==> config.mk <==
export PLATFORM = sky130hd
export DESIGN_NAME = tiny45_top
export DESIGN_NICKNAME = d
export VERILOG_FILES = /design/src/hw/tiny45_pkg.sv /design/src/hw/tiny45_alu.sv /design/src/hw/tiny45_registers.sv /design/src/hw/tiny45_decoder.sv /design/src/hw/tiny45_core.sv /design/src/hw/tiny45_top.sv
export SDC_FILE = /design/constraint.sdc
export NUM_CORES = 1
export LEC_CHECK = 0
export BUFFER_PORTS_ARGS = -buffer_cell sky130_fd_sc_hd__buf_2
export CORE_MARGIN = 2
export CORE_UTILIZATION = 38
export DETAILED_ROUTE_END_ITERATION = 8
export PLACE_DENSITY_LB_ADDON = 0.25
export SKIP_LAST_GASP = 1
export SYNTH_ARGS = -nofsm -noshare
export SYNTH_HDL_FRONTEND = slang
export SYNTH_SLANG_ARGS = --single-unit
==> constraint.sdc <==
create_clock -name clk -period 11.9 [get_ports clk]
set_clock_uncertainty 0.15 [all_clocks]
set_input_delay 0.595 -clock clk [delete_from_list [all_inputs] [get_ports clk]]
set_output_delay 0.595 -clock clk [all_outputs]
set_load 0.01 [all_outputs]
==> src/hw/tiny45_pkg.sv <==
package tiny45_pkg;

    // Register file geometry, 16 for RV32E or 32 for full RV32I
    localparam int num_regs      = 16;
    localparam int reg_addr_bits = $clog2(num_regs);

    // One sub-cycle is eight clocks of four bits each
    localparam int counter_bits  = 3;

    typedef logic [3:0] nibble_t;

    // ALU operation code
    // Bit 3 selects subtract, bits 2:0 follow funct3
    // Bits 3:1 == 001 is set-less-than, bit 0 then selects unsigned
    typedef logic [3:0] alu_op_t;

    localparam alu_op_t alu_add = 4'b0000;
    localparam alu_op_t alu_sub = 4'b1000;
    localparam alu_op_t alu_slt = 4'b0010;
    localparam alu_op_t alu_xor = 4'b0100;
    localparam alu_op_t alu_or  = 4'b0110;
    localparam alu_op_t alu_and = 4'b0111;

    // Supported RV32 major opcodes
    localparam logic [6:0] op_load    = 7'b0000011;
    localparam logic [6:0] op_store   = 7'b0100011;
    localparam logic [6:0] op_alu_imm = 7'b0010011;
    localparam logic [6:0] op_alu_reg = 7'b0110011;
    localparam logic [6:0] op_lui     = 7'b0110111;
    localparam logic [6:0] op_auipc   = 7'b0010111;

endpackage

==> src/hw/tiny45_alu.sv <==
module tiny45_alu (
    input  tiny45_pkg::alu_op_t alu_op,
    input  tiny45_pkg::nibble_t a,
    input  tiny45_pkg::nibble_t b,
    input  logic                cy_in,
    input  logic                cmp_in,
    output tiny45_pkg::nibble_t result,
    output logic                cy_out,
    output logic                cmp_out
);
    import tiny45_pkg::*;

    nibble_t    b_eff;
    logic [4:0] sum;
    logic       is_slt;
    logic       lt_unsigned;

    assign is_slt = alu_op[3:1] == alu_slt[3:1];

    // Subtract is a + ~b with the carry chain seeded to one
    assign b_eff  = alu_op[3] ? ~b : b;
    assign sum    = {1'b0, a} + {1'b0, b_eff} + {4'b0000, cy_in};
    assign cy_out = sum[4];

    // Higher nibble decides, an equal nibble passes the lower verdict on
    assign lt_unsigned = (a < b) || ((a == b) && cmp_in);

    always_comb begin
        if (is_slt && !alu_op[0] && (a[3] != b[3])) begin
            cmp_out = a[3];                         // Signs differ, negative side is less
        end else begin
            cmp_out = lt_unsigned;
        end
    end

    always_comb begin
        case (alu_op[2:0])
            alu_xor[2:0]: result = a ^ b;
            alu_or[2:0]:  result = a | b;
            alu_and[2:0]: result = a & b;
            default:      result = sum[3:0];        // add, sub and address sums
        endcase
    end

endmodule

==> src/hw/tiny45_registers.sv <==
module tiny45_registers #(
    parameter int num_regs = tiny45_pkg::num_regs
) (
    input  logic                                 clk,
    input  logic                                 rstn,
    input  logic                                 wr_en,
    input  logic [tiny45_pkg::counter_bits-1:0]  counter,
    input  logic [tiny45_pkg::reg_addr_bits-1:0] rs1,
    input  logic [tiny45_pkg::reg_addr_bits-1:0] rs2,
    input  logic [tiny45_pkg::reg_addr_bits-1:0] rd,
    input  tiny45_pkg::nibble_t                  data_rd,
    output tiny45_pkg::nibble_t                  data_rs1,
    output tiny45_pkg::nibble_t                  data_rs2
);

    logic [31:0] regs [num_regs];
    logic        wr_pass;                           // A write pass is in progress
    logic        wr_ok;

    // A write must start on nibble 0 so that a whole word lands aligned
    assign wr_ok = wr_en && (counter == '0 || wr_pass);

    always_ff @(posedge clk) begin
        if (!rstn) begin
            wr_pass <= 1'b0;
        end else begin
            wr_pass <= wr_ok && counter != '1;
        end
    end

    // Every word rotates right one nibble per clock so that the bottom nibble
    // is always the one selected by counter
    always_ff @(posedge clk) begin
        if (!rstn) begin
            for (int i = 0; i < num_regs; i++) begin
                regs[i] <= '0;
            end
        end else begin
            regs[0] <= '0;                          // x0 is hardwired zero
            for (int i = 1; i < num_regs; i++) begin
                if (wr_ok && int'(rd) == i) begin
                    regs[i] <= {data_rd, regs[i][31:4]};
                end else begin
                    regs[i] <= {regs[i][3:0], regs[i][31:4]};
                end
            end
        end
    end

    assign data_rs1 = regs[rs1][3:0];
    assign data_rs2 = regs[rs2][3:0];

endmodule

==> src/hw/tiny45_decoder.sv <==
module tiny45_decoder (
    input  logic                                 clk,
    input  logic                                 rstn,
    input  logic [31:0]                          instr,
    input  logic                                 instr_complete,
    output logic                                 is_load,
    output logic                                 is_store,
    output logic                                 is_alu_imm,
    output logic                                 is_alu_reg,
    output logic                                 is_lui,
    output logic                                 is_auipc,
    output tiny45_pkg::alu_op_t                  alu_op,
    output logic [tiny45_pkg::reg_addr_bits-1:0] rs1,
    output logic [tiny45_pkg::reg_addr_bits-1:0] rs2,
    output logic [tiny45_pkg::reg_addr_bits-1:0] rd,
    output logic [tiny45_pkg::counter_bits-1:0]  counter,
    output tiny45_pkg::nibble_t                  imm,
    output tiny45_pkg::nibble_t                  pc
);
    import tiny45_pkg::*;

    logic [6:0]  opcode;
    logic [2:0]  funct3;
    logic [31:0] imm_word;
    logic [31:0] pc_word;

    assign opcode = instr[6:0];
    assign funct3 = instr[14:12];

    assign is_load    = opcode == op_load;
    assign is_store   = opcode == op_store;
    assign is_alu_imm = opcode == op_alu_imm;
    assign is_alu_reg = opcode == op_alu_reg;
    assign is_lui     = opcode == op_lui;
    assign is_auipc   = opcode == op_auipc;

    // Upper index bits are dropped when running with 16 registers
    assign rs1 = instr[15 +: reg_addr_bits];
    assign rs2 = instr[20 +: reg_addr_bits];
    assign rd  = instr[7 +: reg_addr_bits];

    always_comb begin
        alu_op = alu_add;                           // Address and AUIPC sums
        if (is_alu_imm || is_alu_reg) begin
            alu_op = {1'b0, funct3};
            if (is_alu_reg && instr[30] && funct3 == 3'b000) begin
                alu_op = alu_sub;                   // Only R-type has a sub form
            end
        end
    end

    // I, S or U immediate, sign extended where the format asks for it
    always_comb begin
        if (is_store) begin
            imm_word = {{20{instr[31]}}, instr[31:25], instr[11:7]};
        end else if (is_lui || is_auipc) begin
            imm_word = {instr[31:12], 12'h000};
        end else begin
            imm_word = {{20{instr[31]}}, instr[31:20]};
        end
    end

    assign imm = imm_word[{counter, 2'b00} +: 4];
    assign pc  = pc_word[{counter, 2'b00} +: 4];

    always_ff @(posedge clk) begin
        if (!rstn) begin
            counter <= '0;
        end else begin
            counter <= counter + 1'b1;              // Free running, never stalls
        end
    end

    always_ff @(posedge clk) begin
        if (!rstn) begin
            pc_word <= '0;
        end else if (instr_complete) begin
            pc_word <= pc_word + 32'd4;             // Retire moves to the next word
        end
    end

endmodule

==> src/hw/tiny45_core.sv <==
module tiny45_core (
    input  logic                                 clk,
    input  logic                                 rstn,
    input  logic                                 is_load,
    input  logic                                 is_store,
    input  logic                                 is_alu_imm,
    input  logic                                 is_alu_reg,
    input  logic                                 is_lui,
    input  logic                                 is_auipc,
    input  tiny45_pkg::alu_op_t                  alu_op,
    input  logic [tiny45_pkg::reg_addr_bits-1:0] rs1,
    input  logic [tiny45_pkg::reg_addr_bits-1:0] rs2,
    input  logic [tiny45_pkg::reg_addr_bits-1:0] rd,
    input  logic [tiny45_pkg::counter_bits-1:0]  counter,
    input  tiny45_pkg::nibble_t                  imm,
    input  tiny45_pkg::nibble_t                  pc,
    input  tiny45_pkg::nibble_t                  data_in,
    input  logic                                 load_data_ready,
    output logic [31:0]                          data_out,
    output logic                                 address_ready,
    output logic                                 store_data_ready,
    output logic                                 instr_complete
);
    import tiny45_pkg::*;

    nibble_t     data_rs1;
    nibble_t     data_rs2;
    nibble_t     data_rd;
    logic        wr_en;
    nibble_t     alu_a;
    nibble_t     alu_b;
    nibble_t     alu_out;
    alu_op_t     alu_op_slice;
    logic        cy;
    logic        cmp;
    logic        cy_in;
    logic        cmp_in;
    logic        cy_out;
    logic        cmp_out;
    logic        last_count;
    logic        is_alu;
    logic        is_slt;
    logic [1:0]  cycle;                             // Sub-cycle index, saturates
    logic        load_done;
    logic [31:0] out_word;
    nibble_t     shift_in;

    tiny45_registers #(.num_regs(num_regs)) u_registers (
        .clk      (clk),
        .rstn     (rstn),
        .wr_en    (wr_en),
        .counter  (counter),
        .rs1      (rs1),
        .rs2      (rs2),
        .rd       (rd),
        .data_rd  (data_rd),
        .data_rs1 (data_rs1),
        .data_rs2 (data_rs2)
    );

    assign last_count = counter == '1;
    assign is_alu     = is_alu_imm || is_alu_reg;
    assign is_slt     = is_alu && alu_op[3:1] == alu_slt[3:1];

    assign alu_a  = is_auipc ? pc : data_rs1;
    assign alu_b  = is_alu_reg ? data_rs2 : imm;
    assign cy_in  = (counter == '0) ? alu_op[3] : cy;
    assign cmp_in = (counter == '0) ? 1'b0 : cmp;

    // Sign correction belongs to the top nibble only
    assign alu_op_slice = (is_slt && !last_count) ? {alu_op[3:1], 1'b1} : alu_op;

    tiny45_alu u_alu (
        .alu_op  (alu_op_slice),
        .a       (alu_a),
        .b       (alu_b),
        .cy_in   (cy_in),
        .cmp_in  (cmp_in),
        .result  (alu_out),
        .cy_out  (cy_out),
        .cmp_out (cmp_out)
    );

    always_ff @(posedge clk) begin
        cy  <= cy_out;
        cmp <= cmp_out;
    end

    always_comb begin
        wr_en   = 1'b0;
        data_rd = alu_out;
        if (is_slt) begin
            // Compare result is final at the start of sub-cycle 1
            wr_en   = cycle == 2'd1;
            data_rd = (counter == '0) ? {3'b000, cmp} : 4'h0;
        end else if (is_alu || is_auipc) begin
            wr_en = cycle == 2'd0;
        end else if (is_lui) begin
            wr_en   = cycle == 2'd0;
            data_rd = imm;
        end else if (is_load) begin
            wr_en   = load_data_ready && cycle != 2'd0;
            data_rd = data_in;
        end
    end

    always_ff @(posedge clk) begin
        if (!rstn) begin
            cycle <= '0;
        end else if (last_count) begin
            if (instr_complete) begin
                cycle <= '0;
            end else if (cycle != 2'd3) begin
                cycle <= cycle + 2'd1;
            end
        end
    end

    always_ff @(posedge clk) begin
        if (!rstn) begin
            load_done <= 1'b0;
        end else if (counter == '0) begin
            load_done <= load_data_ready;           // Data window opens on nibble 0
        end
    end

    // Address on sub-cycle 0, store data on the following ones
    assign shift_in = (cycle == 2'd0) ? alu_out : data_rs2;

    always_ff @(posedge clk) begin
        out_word <= {shift_in, out_word[31:4]};
    end

    always_comb begin
        instr_complete = 1'b0;
        if (last_count) begin
            if (is_slt) begin
                instr_complete = cycle == 2'd1;
            end else if (is_alu || is_auipc || is_lui) begin
                instr_complete = 1'b1;
            end else if (is_store) begin
                instr_complete = cycle == 2'd1;
            end else if (is_load) begin
                instr_complete = load_done && cycle != 2'd0;
            end else begin
                instr_complete = 1'b1;              // Unknown opcode retires as a no-op
            end
        end
    end

    assign data_out         = out_word;
    assign address_ready    = last_count && cycle == 2'd0 && (is_load || is_store);
    assign store_data_ready = last_count && cycle == 2'd1 && is_store;

endmodule

==> src/hw/tiny45_top.sv <==
module tiny45_top (
    input  logic                clk,
    input  logic                rstn,
    input  logic [31:0]         instr,
    input  tiny45_pkg::nibble_t data_in,
    input  logic                load_data_ready,
    output logic                instr_complete,
    output logic [31:0]         data_out,
    output logic                address_ready,
    output logic                store_data_ready
);
    import tiny45_pkg::*;

    logic                     is_load;
    logic                     is_store;
    logic                     is_alu_imm;
    logic                     is_alu_reg;
    logic                     is_lui;
    logic                     is_auipc;
    alu_op_t                  alu_op;
    logic [reg_addr_bits-1:0] rs1;
    logic [reg_addr_bits-1:0] rs2;
    logic [reg_addr_bits-1:0] rd;
    logic [counter_bits-1:0]  counter;
    nibble_t                  imm;
    nibble_t                  pc;

    tiny45_decoder u_decoder (
        .clk            (clk),
        .rstn           (rstn),
        .instr          (instr),
        .instr_complete (instr_complete),
        .is_load        (is_load),
        .is_store       (is_store),
        .is_alu_imm     (is_alu_imm),
        .is_alu_reg     (is_alu_reg),
        .is_lui         (is_lui),
        .is_auipc       (is_auipc),
        .alu_op         (alu_op),
        .rs1            (rs1),
        .rs2            (rs2),
        .rd             (rd),
        .counter        (counter),
        .imm            (imm),
        .pc             (pc)
    );

    tiny45_core u_core (
        .clk              (clk),
        .rstn             (rstn),
        .is_load          (is_load),
        .is_store         (is_store),
        .is_alu_imm       (is_alu_imm),
        .is_alu_reg       (is_alu_reg),
        .is_lui           (is_lui),
        .is_auipc         (is_auipc),
        .alu_op           (alu_op),
        .rs1              (rs1),
        .rs2              (rs2),
        .rd               (rd),
        .counter          (counter),
        .imm              (imm),
        .pc               (pc),
        .data_in          (data_in),
        .load_data_ready  (load_data_ready),
        .data_out         (data_out),
        .address_ready    (address_ready),
        .store_data_ready (store_data_ready),
        .instr_complete   (instr_complete)
    );

endmodule

### Word-level counts from Yosys, hierarchy flattened

Memories as Yosys holds them, arrays and structs flattened.
Cells that the tools add are included.

| word-level totals | value |
|---|---|
| flip-flop bits (word level) | 73 |
| bits in writable memories | 512 |
| memories | 1 |
| output and inout bits | 35 |
| input port bits | 39 |

Memory list:

| memory | depth | width | rd ports | clocked after memory_dff | wr ports | line | text |
|---|---|---|---|---|---|---|---|
| u_core.u_registers.regs | 16 | 32 | 17 | 0 | 16 | tiny45_registers.sv:16 | `logic [31:0] regs [num_regs];` |

| cells by class | value |
|---|---|
| shifts and indexed selects | 2 |
| muxes and demuxes | 152 |
| order comparisons | 1 |
| equality and inequality tests | 32 |
| bitwise operators | 35 |
| reduce and logical (&&, ||, !) cells | 45 |
| add/sub/neg operators | 5 |

Operators by type and width:

| kind | count |
|---|---|
| two-way mux 32 bit | 31 |
| two-way mux 1 bit | 106 |
| variable part select 32 x 6 -> 4 bit | 2 |
| two-way mux 31 bit | 2 |
| two-way mux 4 bit | 10 |
| adder 32 x 3 -> 32 bit, second input constant | 1 |
| equality test 4 bit, second input constant | 8 |
| bitwise OR 1 bit | 31 |
| logical AND 1 bit | 30 |
| equality test 7 x 6 -> 1 bit, second input constant | 3 |
| equality test 4 x 3 -> 1 bit, second input constant | 4 |
| equality test 7 x 5 -> 1 bit, second input constant | 2 |
| equality test 3 bit, second input constant | 4 |
| one-hot mux 4 bit (3 select lines) | 1 |
| equality test 4 x 2 -> 1 bit, second input constant | 2 |
| equality test 7 x 2 -> 1 bit, second input constant | 1 |
| logical OR 1 bit | 7 |
| equality test 3 x 1 -> 1 bit, second input constant | 2 |
| logical NOT 3 bit | 2 |
| adder 4 x 4 -> 5 bit | 1 |
| adder 5 x 1 -> 5 bit | 1 |
| bitwise AND 4 bit | 1 |
| equality test 4 x 1 -> 1 bit, second input constant | 1 |
| equality test 4 bit | 1 |
| other kinds (15) | 18 |

### Logic depth before layout (Yosys ltp)

Gate-level depths: netlist of the first run.

| logic depth | value |
|---|---|
| word-level depth | 17 |
| mapped depth | 16 |

### Modules after synthesis

Synthesis of the first run repeated with hierarchy kept, for this count alone.

| unflattened totals | value |
|---|---|
| cell total of the unflattened synthesis | 1662 |
| area total of the unflattened synthesis | 23458.7 µm² |

By module, submodules not included:

| module | area an instance (µm²) | cells each | times used |
|---|---|---|---|
| tiny45_registers | 19352.3 | 1218 | 1 |
| tiny45_decoder | 2232.1 | 266 | 1 |
| tiny45_core | 1275.0 | 104 | 1 |
| tiny45_alu | 599.3 | 74 | 1 |

### Worst setup path before layout of the first run

Ideal clock, no wire load.

| path | value |
|---|---|
| kind | input port to flip-flop |
| start | input instr[20] |
| end | memory u_core.u_registers.regs[10][31], data pin |
| library setup time | 275 ps |
| stages on the path | 14 |
| arrival | 3992 ps |
| path buffers | 3 |
| path slack | 7483 ps |
| cell sequence | buf_2 buf_6 mux4_2 mux4_2 xor2_1 mux2_2 fa_1 a21o_1 a21oi_1 xor2_1 a211oi_1 a31oi_2 buf_2 a31oi_1 |

RTL lines:

| element | line | text |
|---|---|---|
| start, declared | tiny45_top.sv:4 | `input logic [31:0] instr,` |
| end, declared | tiny45_registers.sv:16 |  |

==> results_dict.tcl, run 1 <==
set metrics [dict create \
    crit_arrival_ns 5.18 \
    drt_iter0_drc 1073 \
    p_per_area_nw_per_um2 160 \
    num_vias 13900 \
    pin_count 74 \
    clkPwrFrac_pct 39.2 \
    gr-total-overflow 0 \
    cts_made_buffers 58 \
    first_pass_iters 5 \
    cts_setup_buffers 0 \
    vias_per_cell 4.47 \
    synth_top_cell_by_area "edfxtp_1" \
    worstSetupPathType "flip-flop to flip-flop" \
    finalHoldViolCount 0 \
    syn_inst 1708 \
    globalplace.congestion 0.864 \
    reg2reg_depth 13 \
    die_h_um 254 \
    ys_top_cells_by_count "edfxtp_1 (480), and2_1 (449), nand2_1 (80)" \
    ys_warn_count 0 \
    grt_max_degree 147 \
    final_core_util_pct 46.2 \
    postSynth.asyncResetShare_pct 0 \
    p_int_uw 3480 \
    syn_avg_cell_area_um2 13.9 \
    core-area_um2 61800 \
    start_kind "flip-flop" \
    cts_buffer_depth 3 \
    grt_setup_unrepaired "no" \
    synth_area_leaders "edfxtp_1 (61%), and2_1 (12%), dfxtp_1 (6.0%)" \
    drive_gt1_share_pct 11.8 \
    synth.cell_area_um2 23800 \
    multi_input_area_um2 9200 \
    min_from "load_data_ready" \
    power_uw 4560 \
    register_area_um2 15800 \
    clk_latency_ns 0.62 \
    n_fill_cell 5592 \
    grt_pass1_vias 13200 \
    ys_ff_latch 551 \
    die_area_um2 64600 \
    synth_top_area_share_pct 60.6 \
    power_frac_comb_pct 9.5 \
    avgRoutedWirePerCell_um 15.7 \
    yosysMostFrequentCell "edfxtp_1" \
    nNetsFinal 2295 \
    grt.total_usage_pct 15.2 \
    drc 0 \
    fin_crit_sh_pct 42.2 \
    drv_cap 0 \
    ys_seq_area_share_pct 66.6 \
    holdBufCountCts 0 \
    power.share.switching_pct 23.7 \
    cts.clk_slew.worst_paths_ns 0.07 \
    dp.final_hpwl_um 33900 \
    switching_power_uw 1080 \
    rows 91 \
    clock_sinks 551 \
    cts_tree "done" \
    port_buffers 73 \
    synth_edf_count 480 \
    wirelength_um 48900 \
    antenna_found_initial 4 \
    min_to "u_core.load_done" \
    rrSetupSlack_ns 6.88 \
    fin_crit_ns 5.02 \
    synthFlopType "edfxtp_1" \
    ctsResizeCount 0 \
    pre_cts_ws_ns 6.38 \
    required_ns 12.06 \
    fmax_mhz 199 \
    leakagePower_uw 0.0111 \
    status "completed" \
    areaGrowthSynthToFinish_pct 20.1 \
    vdd_drop_max_uv 97.9 \
    crit_fanout 15 \
    hold_path_class "input pin to flip-flop" \
    finalSetupViolCount 0 \
    ys_types 77 \
    critPathCaptureType "flip-flop" \
    drv_slew 0 \
    fp.dieW_um 254 \
    cts-root-buf "clkbuf_16" \
    slew_headroom_pct 20.3 \
    worstMarginPinSlew_ns 1.19 \
    initial_core_util_pct 38.5 \
    h-tree-depth 2 \
    ant_nets 0 \
    p_seq_share_pct 51.3 \
    timing.rr.end "u_core.u_registers.regs[14][31]" \
    setup_tns_ns 0 \
    layout_setup_ws_ns 6.88 \
    grt_pass1_wl_um 74600 \
    holdPathStages 3 \
    r2r-start "u_decoder.counter[1]" \
]
[flip-flops by register name (all words and copies together), names as in the netlist]
name,flops
u_decoder.counter,3
u_decoder.pc_word,30
u_core.cycle,2
u_core.load_done,1
u_core.data_out,32
u_core.u_registers.regs,480
u_core.u_registers.wr_pass,1
u_core.cmp,1
u_core.cy,1
[cell usage in the layout (no fill, tap or decap), drive strengths merged, types with 34 or more instances in the layout]
cell    count
nor2       34
clkbuf     75
buf        87
and2      449
nand2      81
dfxtp      71
mux4       41
nand3      63
o21ai      56
conb      480
edfxtp    480
[critical path: stages (launching register included)]
cell and delay (ns):
dfxtp_1 0.63, buf_4 0.32, mux4_2 0.51, nand3_1 0.09, o2111ai_1 0.20, a31o_2 0.31, mux2_2 0.28, fa_1 0.45
a21o_1 0.17, a21oi_1 0.19, xor2_1 0.28, a211oi_1 0.13, a31oi_2 0.78, a31oi_1 0.19
[how the worst max path moves through the flow]
stage                                       to  depth (start not counted)            startpoint
2_1_floorplan  u_core.u_registers.regs[10][31]                         14             instr[20]
3_3_place_gp   u_core.u_registers.regs[14][31]                         12             instr[20]
3_5_place_dp   u_core.u_registers.regs[12][30]                         13              instr[2]
4_1_cts         u_core.u_registers.regs[2][30]                         13  u_decoder.counter[1]
5_1_grt        u_core.u_registers.regs[14][30]                         13  u_decoder.counter[1]
6_report       u_core.u_registers.regs[14][31]                         13  u_decoder.counter[1]
[layer usage]
| metal | wire length, um | share of wire, % | GRT usage (%) | vias to the layer above |
|---|---|---|---|---|
| met2 | 21800 | 45 | 23.9 | 284 |
| met3 | 2760 | 5.6 | 2.98 | 64 |
| met1 | 23300 | 48 | 21.6 | 6837 |
| met5 | 0 | 0 | 0 | - |
| met4 | 1040 | 2.1 | 4.17 | 0 |
| li1 | - | - | - | 6763 |
[power groups by stage]
stage               combinational, uW  sequential, uW  clock [uW]
floorplan                         253            2380           0
global placement                  430            2380           0
detailed placement                432            2380           0
CTS                               434            2340        1850
global route                      483            2360        1920
finish                            434            2340        1790
[cell type report]
cell class | instances | area share, %
sequential | 551 | 55.4
multi-input combinational | 1507 | 32.2
clock buffer | 75 | 5.63
tap | 837 | 3.67
timing repair buffer | 87 | 1.68
clock inverter | 34 | 1.01
inverter | 27 | 0.355
antenna | 3 | 0.0263
[metrics by stage]
stage | instances | hold slack (ns) | area (um^2)
after global routing | 3118 | 0.0862 | 28600
after floorplan | 2187 | 0.232 | 25600
final | 3121 | 0.112 | 28600
after global placement | 3009 | 0.182 | 26700
after CTS | 3118 | 0.0671 | 28600
after detailed placement | 3009 | 0.181 | 26700
[cell families after synthesis]
logic type / synth area share [%]
xor+xnor: 0.957
mux: 5.05
other cells: 0.0158
compound gates: 5.20
buf+inv: 2.35
flops: 66.6
simple gates: 18.6
fa+ha+maj: 1.33
Power figures use the tool's default switching activity.
==> run 2, diff against run 1 <==
--- a/config.mk
+++ b/config.mk
@@ -5,6 +5,7 @@
 export SDC_FILE = /design/constraint.sdc
 export NUM_CORES = 1
 export LEC_CHECK = 0
+export ABC_AREA = 1
 export BUFFER_PORTS_ARGS = -buffer_cell sky130_fd_sc_hd__buf_2
 export CORE_MARGIN = 2
 export CORE_UTILIZATION = 38
==> constraint.sdc (replaced) <==
create_clock -name clk -period 5.2 [get_ports clk]
set_clock_uncertainty 0.15 [all_clocks]
set_input_delay 0.26 -clock clk [delete_from_list [all_inputs] [get_ports clk]]
set_output_delay 0.26 -clock clk [all_outputs]
set_load 0.01 [all_outputs]
==> results_dict.tcl, run 2 <==
set metrics [dict create \
    leakagePower_uw 0.0149 \
    grt.total_usage_pct 17.3 \
    diodes 0 \
    p_per_area_nw_per_um2 363 \
    drv_slew 0 \
    worstMarginPinSlew_ns 1.04 \
    fin_crit_ns 4.33 \
    crit_fanout 15 \
    finalSetupViolCount 0 \
    cts_setup_buffers 0 \
    clk_latency_ns 0.62 \
    gr-total-overflow 0 \
    largest_register_ffs 480 \
    r2r-start "u_decoder.counter[1]" \
    layout_setup_ws_ns 0.873 \
    ys_top_cells_by_count "nand2_1 (647), inv_1 (557), edfxtp_1 (480)" \
    synth_xor_area_share_pct 0.429 \
    drv_cap 0 \
    h-tree-depth 2 \
    grt_setup_unrepaired "no" \
    required_ns 5.50 \
    wirelength_um 56700 \
    critPathCaptureType "flip-flop" \
    grt_max_degree 111 \
    initial_core_util_pct 38.2 \
    grt_pass1_vias 16700 \
    min_from "instr[13]" \
    setup_tns_ns 0 \
    drc 0 \
    drt_iter0_drc 1163 \
    cts_made_buffers 59 \
    start_kind "flip-flop" \
    crit_slowest_cell "dfxtp_1" \
    postSynth.asyncResetShare_pct 0 \
    cts_buffer_depth 3 \
    syn_avg_cell_area_um2 9.81 \
    synth_top_cell_by_area "edfxtp_1" \
    fmax_mhz 231 \
    crit_arrival_ns 4.63 \
    path_buf_inv 4 \
    synthMuxAreaShare_pct 0 \
    core-area_um2 64100 \
    finalHoldViolCount 0 \
    clock_sinks 551 \
    synth.cell_area_um2 24500 \
    status "completed" \
    final_common_cell "nand2_1" \
    cts-root-buf "clkbuf_16" \
    slew_headroom_pct 30.4 \
    pin_count 74 \
    ys_warn_count 0 \
    die_h_um 258 \
    areaGrowthSynthToFinish_pct 20.0 \
    dpl-instance-area_um2 27400 \
    rows 93 \
    drive_gt1_share_pct 7.93 \
    final_core_util_pct 45.8 \
    pre_cts_ws_ns 0.821 \
    crit_chain "inv_2 > nor2_1 > inv_2 > nor2_1 > o21ai_0 > nand2_1 > nand3_1 > o21ai_0 > o21ai_0 > fa_1 > inv_1 > fa_1 > inv_1 > nor2_1 > nor2_1 > nor2_1 > nor2_4 > nand2_1 > o21ai_0" \
    antenna_found_initial 0 \
    n_fill_cell 6285 \
    rrSetupSlack_ns 0.87 \
    critPathTopFamily "simple AND/OR/NAND/NOR gates" \
    die_area_um2 66500 \
    nNetsFinal 3091 \
    layout_common_cells "nand2_1 (647), inv_1 (557), edfxtp_1 (480), conb_1 (480), o21ai_0 (123)" \
    synthSimpleGateAreaFrac_pct 15.7 \
    holdWs_ns 0.0728 \
    hold_path_class "input pin to flip-flop" \
    worstSetupPathType "flip-flop to flip-flop" \
    regMostFlops "u_core.u_registers.regs" \
    synthAdderAreaFrac_pct 1.29 \
    port_buffers 73 \
    first_pass_iters 5 \
    synth_top_family_by_area "simple AND/OR/NAND/NOR gates" \
    dp.final_hpwl_um 41500 \
    cts_tree "done" \
    num_vias 17000 \
    vdd_drop_max_uv 238 \
    grt_pass1_wl_um 89700 \
    ys_types 56 \
    cts.clk_slew.worst_paths_ns 0.06 \
    fp.dieW_um 258 \
    multi_input_area_um2 7860 \
    min_to "u_core.data_out[28]" \
    syn_inst 2496 \
    ant_nets 0 \
    vias_per_cell 4.32 \
    yosysMostFrequentCell "nand2_1" \
    synth_area_leaders "edfxtp_1 (59%), nand2_1 (9.9%), inv_1 (8.5%)" \
    avgRoutedWirePerCell_um 14.4 \
    holdPathStages 4 \
    ys_ff_latch 551 \
    fin_area_um2 29400 \
    fin_crit_sh_pct 83.2 \
    synthFlopType "edfxtp_1" \
    register_area_um2 15800 \
    crit_top_cell "nor2_1" \
    globalplace.congestion 0.926 \
    slowest_delay_ns 0.68 \
    synth_edf_count 480 \
    reg2reg_depth 19 \
    synth_top_area_share_pct 58.9 \
    ys_seq_area_share_pct 64.7 \
    timing.rr.end "u_core.u_registers.regs[3][29]" \
    synth_compound_area_share_pct 7.39 \
]
==> run 2: cells by family after synthesis <==
family                   after synthesis
AO/OA/AOI/OAI                        315
AND/OR/NAND/NOR                      922
other                                  1
flip-flops                           551
buffers and inverters                671
XOR/XNOR                              12
adder cells (fa/ha/maj)               24
==> run 2: repair_timing <==
| item | 4_1_cts | 5_1_grt |
|---|---|---|
| resized for setup | 0 | 0 |
| hold buffers | 2 | 0 |
| endpoints found under the hold margin | 41 | 0 |
==> run 2: layer usage <==
| layer | GRT usage [%] | part of all wire (%) | wire (um) |
|---|---|---|---|
| met4 | 4.82 | 2.2 | 1240 |
| met3 | 2.17 | 4.1 | 2320 |
| met1 | 23.6 | 46 | 26100 |
| met2 | 29.2 | 48 | 27000 |
| met5 | 0 | 0 | 0 |
==> run 2: tightest hold or removal path, cell delays in order <==
cell	delay, ns
buf_2	0.15
nand2_4	0.11
nand3_1	0.11
a41oi_1	0.15
==> run 2: worst max-delay path by stage <==
stage	start	end	slack [ns]	depth (start not counted)
detailed placement	instr[20]	u_core.u_registers.regs[3][30]	0.82	22
CTS	u_decoder.counter[1]	u_core.u_registers.regs[1][29]	0.90	19
floorplan	instr[20]	u_core.u_registers.regs[4][30]	1.64	23
global route	u_decoder.counter[1]	u_core.u_registers.regs[3][29]	0.40	19
global placement	instr[20]	u_core.u_registers.regs[9][30]	0.81	22
finish	u_decoder.counter[1]	u_core.u_registers.regs[3][29]	0.87	19
==> run 2: cell type report <==
type                            instances  share of cell area (%)
Tap cell                              855                    3.64
Multi-Input combinational cell       1753                    26.8
Clock inverter                         29                   0.924
Clock buffer                           81                    5.74
Timing Repair Buffer                   89                    1.70
Sequential cell                       551                    53.9
Inverter                              574                    7.33
==> run 2: metrics by stage <==
stage	power [uW]	std cells
after floorplan	6130	2975
after global placement	6570	3820
after detailed placement	6590	3820
after CTS	10800	3932
after global routing	11100	3932
final	10700	3932
==> run 2: where the power goes <==
part / switching [uW] / internal [uW]
clock network: 1710 / 2470
logic: 768 / 325
registers: 169 / 5230
==> run 3, diff against run 2 <==
--- a/config.mk
+++ b/config.mk
@@ -5,7 +5,7 @@
 export SDC_FILE = /design/constraint.sdc
 export NUM_CORES = 1
 export LEC_CHECK = 0
-export ABC_AREA = 1
+export ABC_AREA = 0
 export BUFFER_PORTS_ARGS = -buffer_cell sky130_fd_sc_hd__buf_2
 export CORE_MARGIN = 2
 export CORE_UTILIZATION = 38
==> constraint.sdc (replaced) <==
create_clock -name clk -period 3.87 [get_ports clk]
set_clock_uncertainty 0.15 [all_clocks]
set_input_delay 0.1935 -clock clk [delete_from_list [all_inputs] [get_ports clk]]
set_output_delay 0.1935 -clock clk [all_outputs]
set_load 0.01 [all_outputs]
==> results_dict.tcl, run 3 (synthesis results as in run 1) <==
set metrics [dict create \
    num_vias 14400 \
    drt_iter0_drc 924 \
    cts_tree "done" \
    fin_crit_ns 3.87 \
    finalSetupViolCount 2 \
    die_area_um2 64600 \
    crit_arrival_ns 4.17 \
    violations "negative setup slack" \
    core-area_um2 61800 \
    dp.final_hpwl_um 35400 \
    gr-total-overflow 0 \
    required_ns 4.17 \
    finalHoldViolCount 0 \
    pin_count 74 \
    wirelength_um 50100 \
    antenna_found_initial 2 \
    critPathLaunch "u_core.u_registers.regs[8][0]" \
    ant_nets 0 \
    avgRoutedWirePerCell_um 15.6 \
    drive_gt1_share_pct 15.7 \
    clock_sinks 551 \
    die_h_um 254 \
    cts_buffer_depth 3 \
    fp.dieW_um 254 \
    status "complete, but fails checks" \
    grt.total_usage_pct 15.6 \
    nNetsFinal 2379 \
    largest_register_ffs 480 \
    layout.cells.non_filler 3201 \
    hold_path_class "flip-flop to flip-flop" \
    port_buffers 73 \
    clk_latency_ns 0.63 \
    setup_tns_ns -0.00234 \
    initial_core_util_pct 38.5 \
    grt_pass1_vias 13800 \
    rrSetupSlack_ns -0.002 \
    start_kind "flip-flop" \
    vdd_drop_max_uv 420 \
    cts_made_buffers 59 \
    crit_fanout 15 \
    cts-root-buf "clkbuf_16" \
    vias_per_cell 4.49 \
    p_per_area_nw_per_um2 494 \
    post-place-cells 3086 \
    grt_setup_unrepaired "yes" \
    worstMarginPinSlew_ns 0.930 \
    fmax_mhz 258 \
    drc 0 \
    min_from "u_core.data_out[16]" \
    leakagePower_uw 0.0116 \
    grt_max_degree 179 \
    r2r-start "u_core.u_registers.regs[8][0]" \
    regMostFlops "u_core.u_registers.regs" \
    slew_headroom_pct 37.4 \
    fin_crit_sh_pct 100 \
    worstSetupPathType "flip-flop to flip-flop" \
    layout_setup_ws_ns -0.00156 \
    grt_pass1_wl_um 77000 \
    diodes 0 \
    cts.clk_slew.worst_paths_ns 0.06 \
    drv_cap 0 \
    first_pass_iters 5 \
    critPathCaptureType "flip-flop" \
    globalplace.congestion 0.896 \
    final_core_util_pct 47.8 \
    rows 91 \
    h-tree-depth 2 \
    areaGrowthSynthToFinish_pct 24.2 \
    drv_slew 0 \
    layout_common_cells "edfxtp_1 (480), conb_1 (480), and2_1 (449)" \
]
-- run 3: cell count changes in the layout (fill, tap and decap cells not counted), sizes merged, moves of 41 or more --
cell,delta
inv,-544
o21ai,-84
mux4,+41
and2,+449
buf,+79
nor2,-103
nand2,-580
a21oi,-94
-- run 3: repair_timing --
action | CTS | global route
setup endpoints to repair | 18 | 52
setup buffers | 0 | 1
hold buffers | 3 | 0
pin swaps | 1 | 10
resized for setup | 1 | 33
gates cloned | 0 | 2
hold endpoints to repair | 16 | 0
-- run 3: layer usage --
layer	up-vias	routed length [um]	global-route usage [%]
met3	97	2500	2.75
met5	-	11	0
met4	2	1400	4.96
met2	312	22500	24.6
met1	7020	23600	22.1
li1	6928	-	-
-- run 3: worst paths after layout --
path / endpoint / cells after the start
hold reg to reg: u_core.data_out[12] / 0
hold / removal: u_core.data_out[12] / 0
setup reg to reg: u_core.u_registers.regs[3][29] / 11
setup / recovery: u_core.u_registers.regs[3][29] / 11
-- run 3: cell type report --
cell class / instances / area (um^2)
Clock inverter: 41 / 498
Sequential cell: 551 / 15800
Multi-Input combinational cell: 1507 / 9330
Inverter: 27 / 101
Timing Repair Buffer: 170 / 1230
Clock buffer: 68 / 1510
Tap cell: 837 / 1050
Fill cell: 5594 / 32300
-- run 3: worst max-delay path, cell delays in order, from the launching register on --
cell      delay [ns]
edfxtp_1        0.45
mux4_2          0.48
mux4_2          0.50
xor2_1          0.16
mux2_4          0.27
fa_2            0.36
inv_1           0.08
fa_2            0.43
a211oi_1        0.23
o21ai_1         0.15
buf_12          0.19
o31ai_2         0.23
-- run 3: report_power, final --
group	internal, uW	leakage [uW]	switching [uW]
Sequential	6990	0.00550	194
Clock	3470	0.000967	2340
Combinational	700	0.00515	896
-- run 3: metrics by stage --
step	setup WS, ns	power [uW]	hold slack, ns	cell area, um^2
6_report	-0.00156	14600	0.195	29600
5_1_grt	-0.148	15200	0.183	29600
4_1_cts	-0.0626	14700	0.122	29400
3_5_place_dp	-0.164	8830	0.180	27300
3_3_place_gp	-0.124	8810	0.182	27300
2_1_floorplan	0.00174	8110	0.188	25600
